[config.mk]
export PLATFORM = sky130hd
export DESIGN_NAME = ps_bus_top
export DESIGN_NICKNAME = d
export VERILOG_FILES = /design/src/hdl/ps_bus_pkg.sv /design/src/hdl/axil_wr_channel.sv /design/src/hdl/axil_rd_channel.sv /design/src/hdl/sys_bus_ctrl.sv /design/src/hdl/ps_bus_top.sv
export SDC_FILE = /design/constraint.sdc
export NUM_CORES = 1
export LEC_CHECK = 0
export BUFFER_PORTS_ARGS = -buffer_cell sky130_fd_sc_hd__buf_2
export CAP_MARGIN = 20
export CORE_MARGIN = 10
export CORE_UTILIZATION = 35
export CTS_BUF_LIST = sky130_fd_sc_hd__clkbuf_16
export DETAILED_ROUTE_END_ITERATION = 10
export PLACE_DENSITY = 0.64
export SETUP_SLACK_MARGIN = 0.5
export SYNTH_ARGS = -nofsm -noshare
export SYNTH_HDL_FRONTEND = slang
export SYNTH_SLANG_ARGS = --single-unit
[constraint.sdc]
create_clock -name axi0_clk_i -period 7.9 [get_ports axi0_clk_i]
set_input_delay 1.185 -clock axi0_clk_i [delete_from_list [all_inputs] [get_ports axi0_clk_i]]
set_output_delay 1.185 -clock axi0_clk_i [all_outputs]
set_load 0.05 [all_outputs]
[src/hdl/ps_bus_pkg.sv]
// PS system-bus package
// Bus widths, AXI response codes and the default acknowledge timeout
// shared by the AXI4-Lite slave and the system-bus controller.

`default_nettype none

package ps_bus_pkg;

  // ------------------------------
  // widths
  // ------------------------------
  localparam int ADDR_W_DEF = 32;        // default address width
  localparam int DATA_W     = 32;        // system bus word, fixed
  localparam int STRB_W     = DATA_W / 8; // one strobe per byte

  // ------------------------------
  // AXI response codes
  // ------------------------------
  typedef logic [1:0] axi_resp_t;

  localparam axi_resp_t RESP_OKAY   = 2'd0;
  localparam axi_resp_t RESP_SLVERR = 2'd2;

  // cycles to wait for sys_ack_i before giving up
  localparam int ACK_TIMEOUT_DEF = 32;

endpackage : ps_bus_pkg

`default_nettype wire

[src/hdl/axil_wr_channel.sv]
// AXI4-Lite write channel
// Captures AW and W in either order, hands one write request to the
// system-bus controller and returns the write response on B.

`default_nettype none

module axil_wr_channel #(
  parameter int ADDR_W = ps_bus_pkg::ADDR_W_DEF
) (
  input  logic                          axi0_clk_i,
  input  logic                          rst_n_i,
  // AXI4-Lite write address
  input  logic [ADDR_W-1:0]             awaddr_i,
  input  logic                          awvalid_i,
  output logic                          awready_o,
  // AXI4-Lite write data
  input  logic [ps_bus_pkg::DATA_W-1:0] wdata_i,
  input  logic [ps_bus_pkg::STRB_W-1:0] wstrb_i,
  input  logic                          wvalid_i,
  output logic                          wready_o,
  // AXI4-Lite write response
  output ps_bus_pkg::axi_resp_t         bresp_o,
  output logic                          bvalid_o,
  input  logic                          bready_i,
  // request to bus controller
  output logic                          wr_req_o,
  output logic [ADDR_W-1:0]             wr_addr_o,
  output logic [ps_bus_pkg::DATA_W-1:0] wr_data_o,
  output logic [ps_bus_pkg::STRB_W-1:0] wr_strb_o,
  input  logic                          wr_done_i,
  input  ps_bus_pkg::axi_resp_t         wr_resp_i
);

  import ps_bus_pkg::*;

  logic aw_full;  // address held
  logic w_full;   // data held
  logic aw_fire;
  logic w_fire;

  assign awready_o = ~aw_full;
  assign wready_o  = ~w_full;
  assign aw_fire   = awvalid_i & awready_o;
  assign w_fire    = wvalid_i & wready_o;

  // ------------------------------
  // handshake and request control
  // ------------------------------
  always_ff @(posedge axi0_clk_i or negedge rst_n_i) begin
    if (!rst_n_i) begin
      aw_full  <= 1'b0;
      w_full   <= 1'b0;
      wr_req_o <= 1'b0;
      bvalid_o <= 1'b0;
      bresp_o  <= RESP_OKAY;
    end else begin
      if (aw_fire)
        aw_full <= 1'b1;
      if (w_fire)
        w_full <= 1'b1;
      if (aw_full && w_full && !wr_req_o && !bvalid_o)
        wr_req_o <= 1'b1;  // both halves present
      if (wr_done_i) begin
        wr_req_o <= 1'b0;
        bvalid_o <= 1'b1;
        bresp_o  <= wr_resp_i;
      end
      if (bvalid_o && bready_i) begin
        bvalid_o <= 1'b0;
        aw_full  <= 1'b0;  // reopen both channels
        w_full   <= 1'b0;
      end
    end
  end

  // holding registers
  always_ff @(posedge axi0_clk_i) begin
    if (aw_fire)
      wr_addr_o <= awaddr_i;
    if (w_fire) begin
      wr_data_o <= wdata_i;
      wr_strb_o <= wstrb_i;
    end
  end

endmodule : axil_wr_channel

`default_nettype wire

[src/hdl/axil_rd_channel.sv]
// AXI4-Lite read channel
// Accepts one read address at a time, requests the bus read and holds
// the returned data and response on R until the master takes them.

`default_nettype none

module axil_rd_channel #(
  parameter int ADDR_W = ps_bus_pkg::ADDR_W_DEF
) (
  input  logic                          axi0_clk_i,
  input  logic                          rst_n_i,
  // AXI4-Lite read address
  input  logic [ADDR_W-1:0]             araddr_i,
  input  logic                          arvalid_i,
  output logic                          arready_o,
  // AXI4-Lite read data
  output logic [ps_bus_pkg::DATA_W-1:0] rdata_o,
  output ps_bus_pkg::axi_resp_t         rresp_o,
  output logic                          rvalid_o,
  input  logic                          rready_i,
  // request to bus controller
  output logic                          rd_req_o,
  output logic [ADDR_W-1:0]             rd_addr_o,
  input  logic                          rd_done_i,
  input  ps_bus_pkg::axi_resp_t         rd_resp_i,
  input  logic [ps_bus_pkg::DATA_W-1:0] rd_data_i
);

  import ps_bus_pkg::*;

  logic ar_fire;

  // busy from accepted address until R is taken
  assign arready_o = ~(rd_req_o | rvalid_o);
  assign ar_fire   = arvalid_i & arready_o;

  always_ff @(posedge axi0_clk_i or negedge rst_n_i) begin
    if (!rst_n_i) begin
      rd_req_o <= 1'b0;
      rvalid_o <= 1'b0;
      rresp_o  <= RESP_OKAY;
    end else begin
      if (ar_fire)
        rd_req_o <= 1'b1;
      if (rd_done_i) begin
        rd_req_o <= 1'b0;
        rvalid_o <= 1'b1;
        rresp_o  <= rd_resp_i;
      end
      if (rvalid_o && rready_i)
        rvalid_o <= 1'b0;
    end
  end

  always_ff @(posedge axi0_clk_i) begin
    if (ar_fire)
      rd_addr_o <= araddr_i;
    if (rd_done_i)
      rdata_o <= rd_data_i;  // held until rready
  end

endmodule : axil_rd_channel

`default_nettype wire

[src/hdl/sys_bus_ctrl.sv]
// System-bus controller
// Serves write and read requests one at a time on the simple system bus,
// alternating between the two when both wait. A missing acknowledge is
// ended after ACK_TIMEOUT cycles with SLVERR. Also releases the bus reset.

`default_nettype none

module sys_bus_ctrl #(
  parameter int ADDR_W      = ps_bus_pkg::ADDR_W_DEF,
  parameter int ACK_TIMEOUT = ps_bus_pkg::ACK_TIMEOUT_DEF
) (
  input  logic                          axi0_clk_i,
  input  logic                          rst_n_i,
  // write request
  input  logic                          wr_req_i,
  input  logic [ADDR_W-1:0]             wr_addr_i,
  input  logic [ps_bus_pkg::DATA_W-1:0] wr_data_i,
  input  logic [ps_bus_pkg::STRB_W-1:0] wr_strb_i,
  output logic                          wr_done_o,
  output ps_bus_pkg::axi_resp_t         wr_resp_o,
  // read request
  input  logic                          rd_req_i,
  input  logic [ADDR_W-1:0]             rd_addr_i,
  output logic                          rd_done_o,
  output ps_bus_pkg::axi_resp_t         rd_resp_o,
  output logic [ps_bus_pkg::DATA_W-1:0] rd_data_o,
  // system bus
  output logic [ADDR_W-1:0]             sys_addr_o,
  output logic [ps_bus_pkg::DATA_W-1:0] sys_wdata_o,
  output logic [ps_bus_pkg::STRB_W-1:0] sys_sel_o,
  output logic                          sys_wen_o,
  output logic                          sys_ren_o,
  input  logic [ps_bus_pkg::DATA_W-1:0] sys_rdata_i,
  input  logic                          sys_err_i,
  input  logic                          sys_ack_i,
  output logic                          sys_rstn_o
);

  import ps_bus_pkg::*;

  localparam int CNT_W = $clog2(ACK_TIMEOUT);

  typedef enum logic [1:0] {ST_IDLE, ST_STROBE, ST_WAIT} state_t;

  state_t     state;
  logic       cur_wr;    // transaction in flight is a write
  logic       last_wr;   // last grant went to the writer
  logic [CNT_W-1:0] cnt; // cycles since strobe
  logic       wr_pend;
  logic       rd_pend;
  logic       grant_wr;
  logic       grant_rd;
  logic       timeout;
  logic       finish;
  logic       fail;
  logic [1:0] rst_pipe;

  // a request is still high in its done cycle
  assign wr_pend  = wr_req_i & ~wr_done_o;
  assign rd_pend  = rd_req_i & ~rd_done_o;
  assign grant_wr = (state == ST_IDLE) & wr_pend & (~rd_pend | ~last_wr);
  assign grant_rd = (state == ST_IDLE) & rd_pend & ~grant_wr;

  assign timeout = (cnt == CNT_W'(ACK_TIMEOUT - 1));
  assign finish  = (state != ST_IDLE) & (sys_ack_i | timeout);
  assign fail    = ~sys_ack_i | sys_err_i;

  assign sys_wen_o = (state == ST_STROBE) & cur_wr;
  assign sys_ren_o = (state == ST_STROBE) & ~cur_wr;

  // ------------------------------
  // transaction FSM
  // ------------------------------
  always_ff @(posedge axi0_clk_i or negedge rst_n_i) begin
    if (!rst_n_i) begin
      state     <= ST_IDLE;
      cur_wr    <= 1'b0;
      last_wr   <= 1'b0;
      cnt       <= '0;
      wr_done_o <= 1'b0;
      rd_done_o <= 1'b0;
      wr_resp_o <= RESP_OKAY;
      rd_resp_o <= RESP_OKAY;
    end else begin
      wr_done_o <= 1'b0;  // single-cycle pulses
      rd_done_o <= 1'b0;
      case (state)
        ST_IDLE: begin
          if (grant_wr || grant_rd) begin
            state   <= ST_STROBE;
            cur_wr  <= grant_wr;
            last_wr <= grant_wr;
            cnt     <= '0;
          end
        end
        ST_STROBE, ST_WAIT: begin
          if (finish) begin
            state <= ST_IDLE;
            if (cur_wr) begin
              wr_done_o <= 1'b1;
              wr_resp_o <= fail ? RESP_SLVERR : RESP_OKAY;
            end else begin
              rd_done_o <= 1'b1;
              rd_resp_o <= fail ? RESP_SLVERR : RESP_OKAY;
            end
          end else begin
            state <= ST_WAIT;
            cnt   <= cnt + 1'b1;
          end
        end
        default: state <= ST_IDLE;
      endcase
    end
  end

  // bus payload, held from grant to done
  always_ff @(posedge axi0_clk_i) begin
    if (grant_wr) begin
      sys_addr_o  <= wr_addr_i;
      sys_wdata_o <= wr_data_i;
      sys_sel_o   <= wr_strb_i;
    end else if (grant_rd) begin
      sys_addr_o <= rd_addr_i;
    end
    if (finish && !cur_wr)
      rd_data_o <= fail ? '0 : sys_rdata_i;  // failed read returns zero
  end

  // ------------------------------
  // bus reset release
  // ------------------------------
  always_ff @(posedge axi0_clk_i or negedge rst_n_i) begin
    if (!rst_n_i)
      rst_pipe <= '0;
    else
      rst_pipe <= {rst_pipe[0], 1'b1};
  end

  assign sys_rstn_o = rst_pipe[1];

endmodule : sys_bus_ctrl

`default_nettype wire

[src/hdl/ps_bus_top.sv]
// PS general-purpose AXI4-Lite slave
// Bridges the AXI4-Lite port onto the simple system bus through separate
// write and read channels and a shared bus controller.

`default_nettype none

module ps_bus_top #(
  parameter int ADDR_W      = ps_bus_pkg::ADDR_W_DEF,
  parameter int ACK_TIMEOUT = ps_bus_pkg::ACK_TIMEOUT_DEF
) (
  input  logic                          axi0_clk_i,
  input  logic                          rst_n_i,
  // AXI4-Lite slave port
  input  logic [ADDR_W-1:0]             awaddr_i,
  input  logic                          awvalid_i,
  output logic                          awready_o,
  input  logic [ps_bus_pkg::DATA_W-1:0] wdata_i,
  input  logic [ps_bus_pkg::STRB_W-1:0] wstrb_i,
  input  logic                          wvalid_i,
  output logic                          wready_o,
  output ps_bus_pkg::axi_resp_t         bresp_o,
  output logic                          bvalid_o,
  input  logic                          bready_i,
  input  logic [ADDR_W-1:0]             araddr_i,
  input  logic                          arvalid_i,
  output logic                          arready_o,
  output logic [ps_bus_pkg::DATA_W-1:0] rdata_o,
  output ps_bus_pkg::axi_resp_t         rresp_o,
  output logic                          rvalid_o,
  input  logic                          rready_i,
  // system bus
  output logic [ADDR_W-1:0]             sys_addr_o,
  output logic [ps_bus_pkg::DATA_W-1:0] sys_wdata_o,
  output logic [ps_bus_pkg::STRB_W-1:0] sys_sel_o,
  output logic                          sys_wen_o,
  output logic                          sys_ren_o,
  output logic                          sys_rstn_o,
  input  logic [ps_bus_pkg::DATA_W-1:0] sys_rdata_i,
  input  logic                          sys_err_i,
  input  logic                          sys_ack_i
);

  import ps_bus_pkg::*;

  logic              wr_req;
  logic [ADDR_W-1:0] wr_addr;
  logic [DATA_W-1:0] wr_data;
  logic [STRB_W-1:0] wr_strb;
  logic              wr_done;
  axi_resp_t         wr_resp;
  logic              rd_req;
  logic [ADDR_W-1:0] rd_addr;
  logic              rd_done;
  axi_resp_t         rd_resp;
  logic [DATA_W-1:0] rd_data;

  axil_wr_channel #(
    .ADDR_W (ADDR_W)
  ) wr_ch0 (
    .axi0_clk_i (axi0_clk_i),
    .rst_n_i    (rst_n_i),
    .awaddr_i   (awaddr_i),
    .awvalid_i  (awvalid_i),
    .awready_o  (awready_o),
    .wdata_i    (wdata_i),
    .wstrb_i    (wstrb_i),
    .wvalid_i   (wvalid_i),
    .wready_o   (wready_o),
    .bresp_o    (bresp_o),
    .bvalid_o   (bvalid_o),
    .bready_i   (bready_i),
    .wr_req_o   (wr_req),
    .wr_addr_o  (wr_addr),
    .wr_data_o  (wr_data),
    .wr_strb_o  (wr_strb),
    .wr_done_i  (wr_done),
    .wr_resp_i  (wr_resp)
  );

  axil_rd_channel #(
    .ADDR_W (ADDR_W)
  ) rd_ch0 (
    .axi0_clk_i (axi0_clk_i),
    .rst_n_i    (rst_n_i),
    .araddr_i   (araddr_i),
    .arvalid_i  (arvalid_i),
    .arready_o  (arready_o),
    .rdata_o    (rdata_o),
    .rresp_o    (rresp_o),
    .rvalid_o   (rvalid_o),
    .rready_i   (rready_i),
    .rd_req_o   (rd_req),
    .rd_addr_o  (rd_addr),
    .rd_done_i  (rd_done),
    .rd_resp_i  (rd_resp),
    .rd_data_i  (rd_data)
  );

  sys_bus_ctrl #(
    .ADDR_W      (ADDR_W),
    .ACK_TIMEOUT (ACK_TIMEOUT)
  ) bus_ctrl0 (
    .axi0_clk_i  (axi0_clk_i),
    .rst_n_i     (rst_n_i),
    .wr_req_i    (wr_req),
    .wr_addr_i   (wr_addr),
    .wr_data_i   (wr_data),
    .wr_strb_i   (wr_strb),
    .wr_done_o   (wr_done),
    .wr_resp_o   (wr_resp),
    .rd_req_i    (rd_req),
    .rd_addr_i   (rd_addr),
    .rd_done_o   (rd_done),
    .rd_resp_o   (rd_resp),
    .rd_data_o   (rd_data),
    .sys_addr_o  (sys_addr_o),
    .sys_wdata_o (sys_wdata_o),
    .sys_sel_o   (sys_sel_o),
    .sys_wen_o   (sys_wen_o),
    .sys_ren_o   (sys_ren_o),
    .sys_rdata_i (sys_rdata_i),
    .sys_err_i   (sys_err_i),
    .sys_ack_i   (sys_ack_i),
    .sys_rstn_o  (sys_rstn_o)
  );

endmodule : ps_bus_top

`default_nettype wire

## Word level (Yosys, flattened, before mapping)

Cells that the tools add are included.

| storage, ports and cells | value |
|---|---|
| memory bits (read-only) | 0 |
| memory bits (writable) | 0 |
| latch bits | 0 |
| bits in registers | 258 |
| memories | 0 |

| cells by class | value |
|---|---|
| eq/ne operators | 5 |
| bitwise logic cells | 25 |
| shifts and indexed selects | 0 |
| muxes and demuxes | 27 |
| $lt $le $gt $ge | 0 |
| $add $sub $neg | 1 |
| reductions and logical operators | 25 |
| divide/modulo/power cells | 0 |
| multipliers | 0 |

Operators by type and width:

| kind | count |
|---|---|
| two-way mux 32 bit | 2 |
| two-way mux 1 bit | 18 |
| nonzero test 2 bit | 9 |
| AND 1 bit | 12 |
| two-way mux 5 bit | 2 |
| case mux 5 bit (2 select lines) | 1 |
| NOT 1 bit | 9 |
| AND reduction 3 bit | 3 |
| logical AND 1 bit | 6 |
| two-way mux 2 bit | 3 |
| adder 5 x 1 -> 5 bit (second input constant) | 1 |
| equality test 5 bit (second input constant) | 1 |
| != test 2 bit (second input constant) | 2 |
| bitwise OR 1 bit | 4 |
| case mux 2 bit (2 select lines) | 1 |
| logical NOT 1 bit | 3 |
| equality test 2 x 1 -> 1 bit (second input constant) | 1 |
| equality test 2 bit (second input constant) | 1 |
| logical NOT 2 bit | 1 |
| AND reduction 2 bit | 1 |
| OR reduction 2 bit | 1 |
| logical OR 1 bit | 1 |

## Depth between registers and ports, before layout

Gate-level depths: netlist of run 1.

| logic depth | value |
|---|---|
| depth after elaboration | 10 |
| mapped depth | 7 |

## Modules after synthesis

From an unflattened synthesis of run 1, not the netlist that was laid out.

| second synthesis, totals | value |
|---|---|
| cells, all modules | 417 |
| area, all modules | 8871.0 sq um |

By module, submodules not included:

| module | sequential area each (sq um) | cells each | instances | area each (sq um) |
|---|---|---|---|---|
| sys_bus_ctrl | 3353.2 | 252 | 1 | 4501.8 |
| axil_wr_channel | 2192.1 | 88 | 1 | 2290.9 |
| axil_rd_channel | 2021.9 | 77 | 1 | 2078.2 |

## Worst setup path after synthesis of run 1

OpenSTA, ideal clock, no wires.

| timing path | value |
|---|---|
| kind | input to register |
| start | input port wvalid_i |
| end | register wr_ch0.wr_data_o[0] (netlist bit), enable pin |
| library setup time | 433 ps |
| data arrival time | 2803 ps |
| path slack | 4663 ps |
| stages on the path | 1 |
| cells stage by stage | nor2b_1 |

| on the way | value |
|---|---|
| cells in the longest elaborated chain, start to end | 1 |

RTL lines:

| item | line | source |
|---|---|---|
| start: declaration | ps_bus_top.sv:19 | `input logic wvalid_i,` |
| AND 1 bit | axil_wr_channel.sv:44 | `assign w_fire = wvalid_i & wready_o;` |
| end signal: assignment | axil_wr_channel.sv:81 | `wr_data_o <= wdata_i;` |
| end: declaration | axil_wr_channel.sv:28 | `output logic [ps_bus_pkg::DATA_W-1:0] wr_data_o,` |

No other way between the ends.
A chain may end at the register's enable or synchronous reset.

## Worst setup path in the final report of run 1

| timing path | value |
|---|---|
| start | register bus_ctrl0.state[1] |
| end | output port sys_ren_o |

| on the way | value |
|---|---|
| cells in the longest elaborated chain, start to end | 2 |

RTL lines:

| item | line | source |
|---|---|---|
| start: declaration | sys_bus_ctrl.sv:45 | `state_t state;` |
| start signal: assignment | sys_bus_ctrl.sv:76 | `state <= ST_IDLE;` |
| start signal: assignment | sys_bus_ctrl.sv:90 | `state <= ST_STROBE;` |
| start signal: assignment | sys_bus_ctrl.sv:98 | `state <= ST_IDLE;` |
| equality test 2 x 1 -> 1 bit | sys_bus_ctrl.sv:69 | `assign sys_ren_o = (state == ST_STROBE) & ~cur_wr;` |
| AND 1 bit | sys_bus_ctrl.sv:69 |  |
| end: declaration | ps_bus_top.sv:36 | `output logic sys_ren_o,` |

No other way between the ends.

==> impl_metrics.env, run 1 <==
export IMPL_status="completed"
export IMPL_ys_ff_latch=254
export IMPL_synth_top_family_by_area="simple AND/OR/NAND/NOR gates"
export IMPL_overflow=0
export IMPL_n_antenna_cell=0
export IMPL_crit_required_ps=6710
export IMPL_critPathSlowestCell="dfrtp_1"
export IMPL_hold_viol=0
export IMPL_cts_max_level=1
export IMPL_async_flop_share_pct=8.66
export IMPL_synth_edf_count=232
export IMPL_detail_route_wl_per_cell_um=17.9
export IMPL_cts_resized=0
export IMPL_cts_setup_buffers=0
export IMPL_dr_pass1_iters=4
export IMPL_p_leak_nw=4.29
export IMPL_cp_data_arrival_time_ps=1540
export IMPL_setup_viol=0
export IMPL_startpoint_type="flop"
export IMPL_grt_max_degree=37
export IMPL_muxShareOfSynthArea_pct=4.71
export IMPL_cts_sinks=254
export IMPL_drc=0
export IMPL_maxCapViolations=0
export IMPL_root_buffer="clkbuf_16"
export IMPL_rsz0062_at_grt="false"
export IMPL_skew_ps=7.21
export IMPL_synth_compound_area_share_pct=1.30
export IMPL_slew_viol_final=0
export IMPL_path_class="reg -> out"
export IMPL_synth_avg_cell_area_um2=21.5
export IMPL_tightest_slew_ps=1090
export IMPL_yosysSeqAreaShare_pct=87.6
export IMPL_ant_nets=0
export IMPL_max_slew_margin_pct=26.9
export IMPL_synth_ff_type="edfxtp_1"
export IMPL_synth_top_area_cell="edfxtp_1"
export IMPL_syn_area_mm2=0.00859
export IMPL_p_sw_w=0.00179
export IMPL_endpoint_kind="primary output"
export IMPL_ys_warn_count=0
export IMPL_fillCellCount=2135
export IMPL_synth_top_area_share_pct=81.1
export IMPL_finalPower_w=0.00476
export IMPL_p_per_area_mw_per_mm2=430
export IMPL_drive_gt1_share_pct=48.5
export IMPL_crit_chain="inv_1 > ha_1 > nor2b_1 > buf_2"
export IMPL_critPathBufInv=2
export IMPL_fmax_mhz=367
export IMPL_start_util_pct=35.4
export IMPL_synth_adder_area_share_pct=0.729
export IMPL_grt_pass1_wl_um=27200
export IMPL_dp_cells=970
export IMPL_clkPwrFrac_pct=24.3
export IMPL_clock_latency_ps=510
export IMPL_fin_util_pct=45.7
export IMPL_grt_pass1_vias=4644
export IMPL_antenna_found_initial=0
export IMPL_gp_congestion=0.775
export IMPL_syn_inst=399
export IMPL_drt_iter0_markers=260
export IMPL_ir_drop_mv=0.250
export IMPL_netlist_top_cells_area="edfxtp_1, dfrtp_1, mux2_2"
export IMPL_die_w_um=177
export IMPL_dpl_hpwl_um=12800
export IMPL_cts_buffer_depth=3
export IMPL_layout_nets=820
export IMPL_hold_path_class="reg -> reg"
export IMPL_cts_tree="built"
export IMPL_fin_crit_ps=2720
export IMPL_path_max_fanout=3
export IMPL_grt_usage_pct=11.2
export IMPL_synth_simple_area_share_pct=4.79
export IMPL_cts_buffers=26
export IMPL_wirelength_um=18200
export IMPL_clkSlewWorstSetupHoldPaths_ps=60
export IMPL_internal_power_w=0.00297
export IMPL_p_sw_share_pct=37.7
export IMPL_holdBufCountCts=0
export IMPL_die_y_um=177
export IMPL_io_buffers=250
export IMPL_setup_tns_ps=0
export IMPL_vias_per_cell=4.25
export IMPL_die_area_mm2=0.0312
export IMPL_critPathTopFamily="flip-flops"
export IMPL_num_rows=57
export IMPL_period_share_pct=34.5
export IMPL_synthToLayoutAreaGrowth_pct=29.0
export IMPL_crit_path_max_incr_delay_ps=390
export IMPL_comb_power_share_pct=32.6
export IMPL_vias=4321
export IMPL_layout_cells_non_filler=1017
export IMPL_pin_count=253
export IMPL_seqPwrFrac_pct=43.1
export IMPL_synthDistinctLibCells=37
export IMPL_synth_xor_area_share_pct=0
export IMPL_core_area_mm2=0.0242
-- final cells by class --
class                           count  area [µm²]  share of cell area (%)
Sequential cell                   254        7520                    67.9
Inverter                            8        30.0                   0.271
Timing Repair Buffer              254        1280                    11.6
Clock buffer                       27         676                    6.10
Clock inverter                     20         145                    1.31
Tap cell                          324         405                    3.66
Multi-Input combinational cell    130        1020                    9.22
-- layout by cell type, fill, tap and decap left out, types with 2 or more instances in the layout --
cell        instances
a21oi_1             6
buf_2             250
nand2_1             4
conb_1              3
mux2_2             34
edfxtp_1          232
nor2_1             11
clkinv_2            8
inv_1               9
nor2b_1             2
o21ai_0             3
clkbuf_16          27
clkinv_1            7
nor2b_4             2
a22o_1              2
clkinvlp_4          2
bufinv_16           2
dfrtp_1            22
ha_1                5
buf_4               4
nor3b_1             2
and2_1             33
nand3_1             2
-- metal layers --
| layer | track usage, % | routed length [µm] | share of wire [%] | vias to the layer above |
|---|---|---|---|---|
| met4 | 3.71 | 378 | 2.1 | 0 |
| met2 | 18.6 | 8920 | 49 | 200 |
| met3 | 3.80 | 1840 | 10 | 36 |
| met5 | 0 | 0 | 0 | - |
| li1 | - | - | - | 2067 |
| met1 | 13.3 | 7030 | 39 | 2018 |
-- path summary, 6_finish.rpt --
path                       slack (ps)                   from  cells past startpoint                         to
setup / recovery                 5180     bus_ctrl0.state[1]                      4                  sys_ren_o
hold / removal                    350  bus_ctrl0.rst_pipe[0]                      0      bus_ctrl0.rst_pipe[1]
setup reg to reg                 5410     bus_ctrl0.state[0]                      5  bus_ctrl0.sys_wdata_o[31]
hold reg to reg                   350  bus_ctrl0.rst_pipe[0]                      0      bus_ctrl0.rst_pipe[1]
max in group asynchronous        6930                rst_n_i                      1             wr_ch0.aw_full
min in group asynchronous         630                rst_n_i                      1        bus_ctrl0.rd_done_o
-- power groups by stage --
stage	registers, W	clock network (W)	logic [W]
after global placement	0.00208	0	0.00157
after detailed placement	0.00208	0	0.00158
after CTS	0.00206	0.00119	0.00158
final	0.00205	0.00116	0.00155
after global routing	0.00209	0.00125	0.00164
after floorplan	0.00280	0	0.000426
-- cells in the mapped netlist, drive strengths merged, types with 4 or more instances --
| cell type | n |
|---|---|
| and2 | 34 |
| ha | 5 |
| dfrtp | 22 |
| a21oi | 6 |
| nor2 | 12 |
| nand2 | 4 |
| inv | 8 |
| nor2b | 5 |
| edfxtp | 232 |
| mux2 | 35 |
| buf | 5 |
-- metrics by stage --
stage / setup WS [ps] / hold slack [ps] / area (µm²)
floorplan: 4660 / 331 / 8590
global placement: 5300 / 331 / 10300
detailed placement: 5270 / 336 / 10300
CTS: 5120 / 349 / 11100
global route: 5050 / 351 / 11100
finish: 5180 / 346 / 11100
-- flip-flops by register name (all words and copies together), names as in the netlist, 2 cells and up --
signal / count
bus_ctrl0.rd_data_o: 32
bus_ctrl0.sys_addr_o: 32
bus_ctrl0.sys_wdata_o: 32
rd_ch0.rd_addr_o: 32
rd_ch0.rdata_o: 32
wr_ch0.wr_addr_o: 32
wr_ch0.wr_data_o: 32
bus_ctrl0.cnt: 5
bus_ctrl0.sys_sel_o: 4
wr_ch0.wr_strb_o: 4
bus_ctrl0.rst_pipe: 2
bus_ctrl0.state: 2
-- cell families after synthesis --
| family | Yosys count |
|---|---|
| flip-flops | 254 |
| AND/OR/NAND/NOR | 69 |
| multiplexers | 36 |
| AO/OA/AOI/OAI | 17 |
| buffers and inverters | 16 |
| adder cells (fa/ha/maj) | 5 |
| other | 2 |
No activity file was read; power rests on OpenSTA's default activity.
==> run 2, diff against run 1 <==
--- a/config.mk
+++ b/config.mk
@@ -5,13 +5,14 @@
 export SDC_FILE = /design/constraint.sdc
 export NUM_CORES = 1
 export LEC_CHECK = 0
+export ABC_AREA = 1
 export BUFFER_PORTS_ARGS = -buffer_cell sky130_fd_sc_hd__buf_2
 export CAP_MARGIN = 20
 export CORE_MARGIN = 10
 export CORE_UTILIZATION = 35
 export CTS_BUF_LIST = sky130_fd_sc_hd__clkbuf_16
 export DETAILED_ROUTE_END_ITERATION = 10
-export PLACE_DENSITY = 0.64
+export PLACE_DENSITY = 0.66
 export SETUP_SLACK_MARGIN = 0.5
 export SYNTH_ARGS = -nofsm -noshare
 export SYNTH_HDL_FRONTEND = slang
==> constraint.sdc (replaced) <==
create_clock -name axi0_clk_i -period 2.2 [get_ports axi0_clk_i]
set_input_delay 0.33 -clock axi0_clk_i [delete_from_list [all_inputs] [get_ports axi0_clk_i]]
set_output_delay 0.33 -clock axi0_clk_i [all_outputs]
set_load 0.05 [all_outputs]
==> run 2 against run 1 <==
  * First-iteration DRC count is 8.8% lower
  * Critical path depth is 7 higher
  * Non-clock buffer count is 134 higher
  * Die area is 1.5% higher
  * Synthesized cell count is 33% higher
  * Clock power grew to 4.0 times the previous value
  * Wire length is 26% higher
  * Combinational power grew to 4.4 times the previous value
  * Cell count is 26% higher
  * Hold slack worse by 320 ps
  * Via count is 28% higher
==> impl_metrics.env, run 2 <==
export IMPL_status="completed"
export IMPL_fin_crit_ps=1850
export IMPL_gp_congestion=0.763
export IMPL_syn_inst=530
export IMPL_grt_pass1_wl_um=32900
export IMPL_root_buffer="clkbuf_16"
export IMPL_layout_nets=1084
export IMPL_setup_viol=0
export IMPL_cts_buffer_depth=3
export IMPL_p_leak_nw=5.48
export IMPL_setup_tns_ps=0
export IMPL_maxCapViolations=0
export IMPL_detail_route_wl_per_cell_um=17.8
export IMPL_path_max_fanout=8
export IMPL_startpoint_type="flop"
export IMPL_max_slew_margin_pct=64.0
export IMPL_synth_avg_cell_area_um2=16.5
export IMPL_comb_power_share_pct=36.5
export IMPL_crit_required_ps=2440
export IMPL_period_share_pct=84.1
export IMPL_core_area_mm2=0.0245
export IMPL_drc=0
export IMPL_vias_per_cell=4.30
export IMPL_drt_iter0_markers=237
export IMPL_die_y_um=178
export IMPL_syn_area_mm2=0.00873
export IMPL_fillCellCount=1973
export IMPL_drive_gt1_share_pct=38.7
export IMPL_p_per_area_mw_per_mm2=1460
export IMPL_pre_cts_ws_ps=403
export IMPL_critPathTopFamily="simple AND/OR/NAND/NOR gates"
export IMPL_layout_commonest_cell="buf_2"
export IMPL_synth_ff_type="edfxtp_1"
export IMPL_crit_path_max_incr_delay_ps=360
export IMPL_overflow=0
export IMPL_yosysMostFrequentCell="edfxtp_1"
export IMPL_grt_pass1_vias=5836
export IMPL_synthToLayoutAreaGrowth_pct=47.9
export IMPL_critPathBufInv=4
export IMPL_clock_latency_ps=530
export IMPL_grt_usage_pct=13.4
export IMPL_path_class="reg -> reg"
export IMPL_fmax_mhz=541
export IMPL_grt_max_degree=37
export IMPL_synth_top_area_cell="edfxtp_1"
export IMPL_wirelength_um=22900
export IMPL_io_buffers=250
export IMPL_vias=5530
export IMPL_synth_edf_count=232
export IMPL_clkSlewWorstSetupHoldPaths_ps=60
export IMPL_setup_slack_ps=350
export IMPL_tightest_slew_ps=540
export IMPL_netlist_top_cells_area="edfxtp_1, dfrtp_1, nand2_1"
export IMPL_endpoint_kind="flop"
export IMPL_ys_ff_latch=254
export IMPL_start_util_pct=35.7
export IMPL_ys_warn_count=0
export IMPL_crit_chain="ha_2 > nand2_2 > nor2_2 > ha_2 > inv_2 > nand2_2 > nand2_2 > nor2_4 > buf_12 > buf_12 > buf_16"
export IMPL_antenna_found_initial=3
export IMPL_cpMostUsedCell="nand2_2"
export IMPL_p_sw_share_pct=38.0
export IMPL_skew_ps=14.0
export IMPL_async_flop_share_pct=8.66
export IMPL_internal_power_w=0.0117
export IMPL_num_rows=57
export IMPL_cts_tree="built"
export IMPL_cts_buffers=27
export IMPL_clkPwrFrac_pct=24.5
export IMPL_yosys_top_cells_count="edfxtp_1, nand2_1, inv_1, nor2_1, dfrtp_1"
export IMPL_cts_sinks=254
export IMPL_hold_path_class="in -> reg"
export IMPL_yosysSeqAreaShare_pct=86.1
export IMPL_ant_nets=0
export IMPL_dpl_hpwl_um=14200
export IMPL_synthDistinctLibCells=22
export IMPL_critPathSlowestCell="dfrtp_1"
export IMPL_hold_viol=0
export IMPL_dr_pass1_iters=4
export IMPL_seqPwrFrac_pct=39.0
export IMPL_die_w_um=178
export IMPL_rsz0062_at_grt="true"
export IMPL_cp_data_arrival_time_ps=2090
export IMPL_final_cell_mix="buf_2, edfxtp_1, nand2_1, dlygate4sd3_1, inv_1"
export IMPL_ir_drop_mv=0.766
export IMPL_synth_top_area_share_pct=79.8
export IMPL_slew_viol_final=0
export IMPL_p_sw_w=0.00716
export IMPL_pin_count=253
export IMPL_cts_max_level=1
export IMPL_die_area_mm2=0.0317
run 2: cell types whose count changed after synthesis, sizes merged, moves of 5 or more:
cell,delta
nand2,+129
inv,+50
mux2,-35
and2,-34
nor2,+34
buf,+6
nor2b,-5
run 2: worst reg2reg max path: stages, from the launching register on:
cell	delay, ps
dfrtp_1	360
ha_2	200
nand2_2	70
nor2_2	90
ha_2	190
inv_2	40
nand2_2	60
nand2_2	80
nor2_4	110
buf_12	140
buf_12	110
buf_16	110
run 2: timing repair:
action                                 4_1_cts  5_1_grt
hold buffers                               102        0
endpoints found under the hold margin      123        0
gates cloned                                 3        5
setup endpoints to repair                   88      122
buffers inserted                             7       10
pin swaps                                    3        1
gates resized for setup                     17       25
run 2: final timing paths:
kind / startpoint / end / slack (ps) / cells after the start
max: bus_ctrl0.cnt[1] / bus_ctrl0.rd_data_o[18] / 350 / 11
min: arvalid_i / rd_ch0.rd_req_o / 20 / 3
max reg2reg: bus_ctrl0.cnt[1] / bus_ctrl0.rd_data_o[18] / 350 / 11
min reg2reg: bus_ctrl0.rst_pipe[0] / bus_ctrl0.rst_pipe[1] / 350 / 0
max in group asynchronous: rst_n_i / bus_ctrl0.rd_done_o / 1430 / 2
min in group asynchronous: rst_n_i / bus_ctrl0.rst_pipe[0] / 350 / 2
run 2: kinds of logic after synthesis:
kind of cell             count (synthesis)  share of synthesized area (%)
AO/OA/AOI/OAI                           10                          0.587
adder cells (fa/ha/maj)                  5                          0.716
buffers and inverters                   69                           3.58
flip-flops                             254                           86.1
other                                    2                         0.0860
AND/OR/NAND/NOR                        190                           8.95
run 2: final cells by class:
cell class                      instances  area, µm²  share of cell area (%)
Antenna cell                            3       7.51                  0.0581
Clock buffer                           27        676                    5.23
Clock inverter                         23        243                    1.88
Inverter                               58        233                    1.80
Multi-Input combinational cell        208       1010                    7.86
Sequential cell                       254       7520                    58.3
Tap cell                              324        405                    3.14
Timing Repair Buffer                  388       2800                    21.7
Timing Repair inverter                  1       11.3                  0.0872
run 2: per-stage QoR:
stage	power, W	cell area [µm²]	cells	util (%)	hold slack [ps]
finish	0.0188	12900	1286	52.8	24.3
floorplan	0.0116	8800	531	-	34.4
detailed placement	0.0132	10500	1106	42.9	336
CTS	0.0184	12600	1268	51.7	1.58
global placement	0.0131	10500	1106	42.9	326
global route	0.0197	12900	1284	52.8	36.5
run 2: metal layers:
layer | vias up | global-route usage (%) | wire length (µm)
li1 | 2634 | - | -
met1 | 2631 | 13.6 | 7610
met2 | 213 | 24.4 | 12300
met3 | 50 | 4.44 | 2090
met4 | 2 | 6.36 | 844
met5 | - | 0 | 7
run 2: power by group through the flow:
stage / logic (W) / clock network (W) / registers (W)
2_1_floorplan: 0.00159 / 0 / 0.00999
3_5_place_dp: 0.00580 / 0 / 0.00742
6_report: 0.00687 / 0.00461 / 0.00736
3_3_place_gp: 0.00573 / 0 / 0.00738
5_1_grt: 0.00728 / 0.00495 / 0.00747
4_1_cts: 0.00630 / 0.00474 / 0.00734
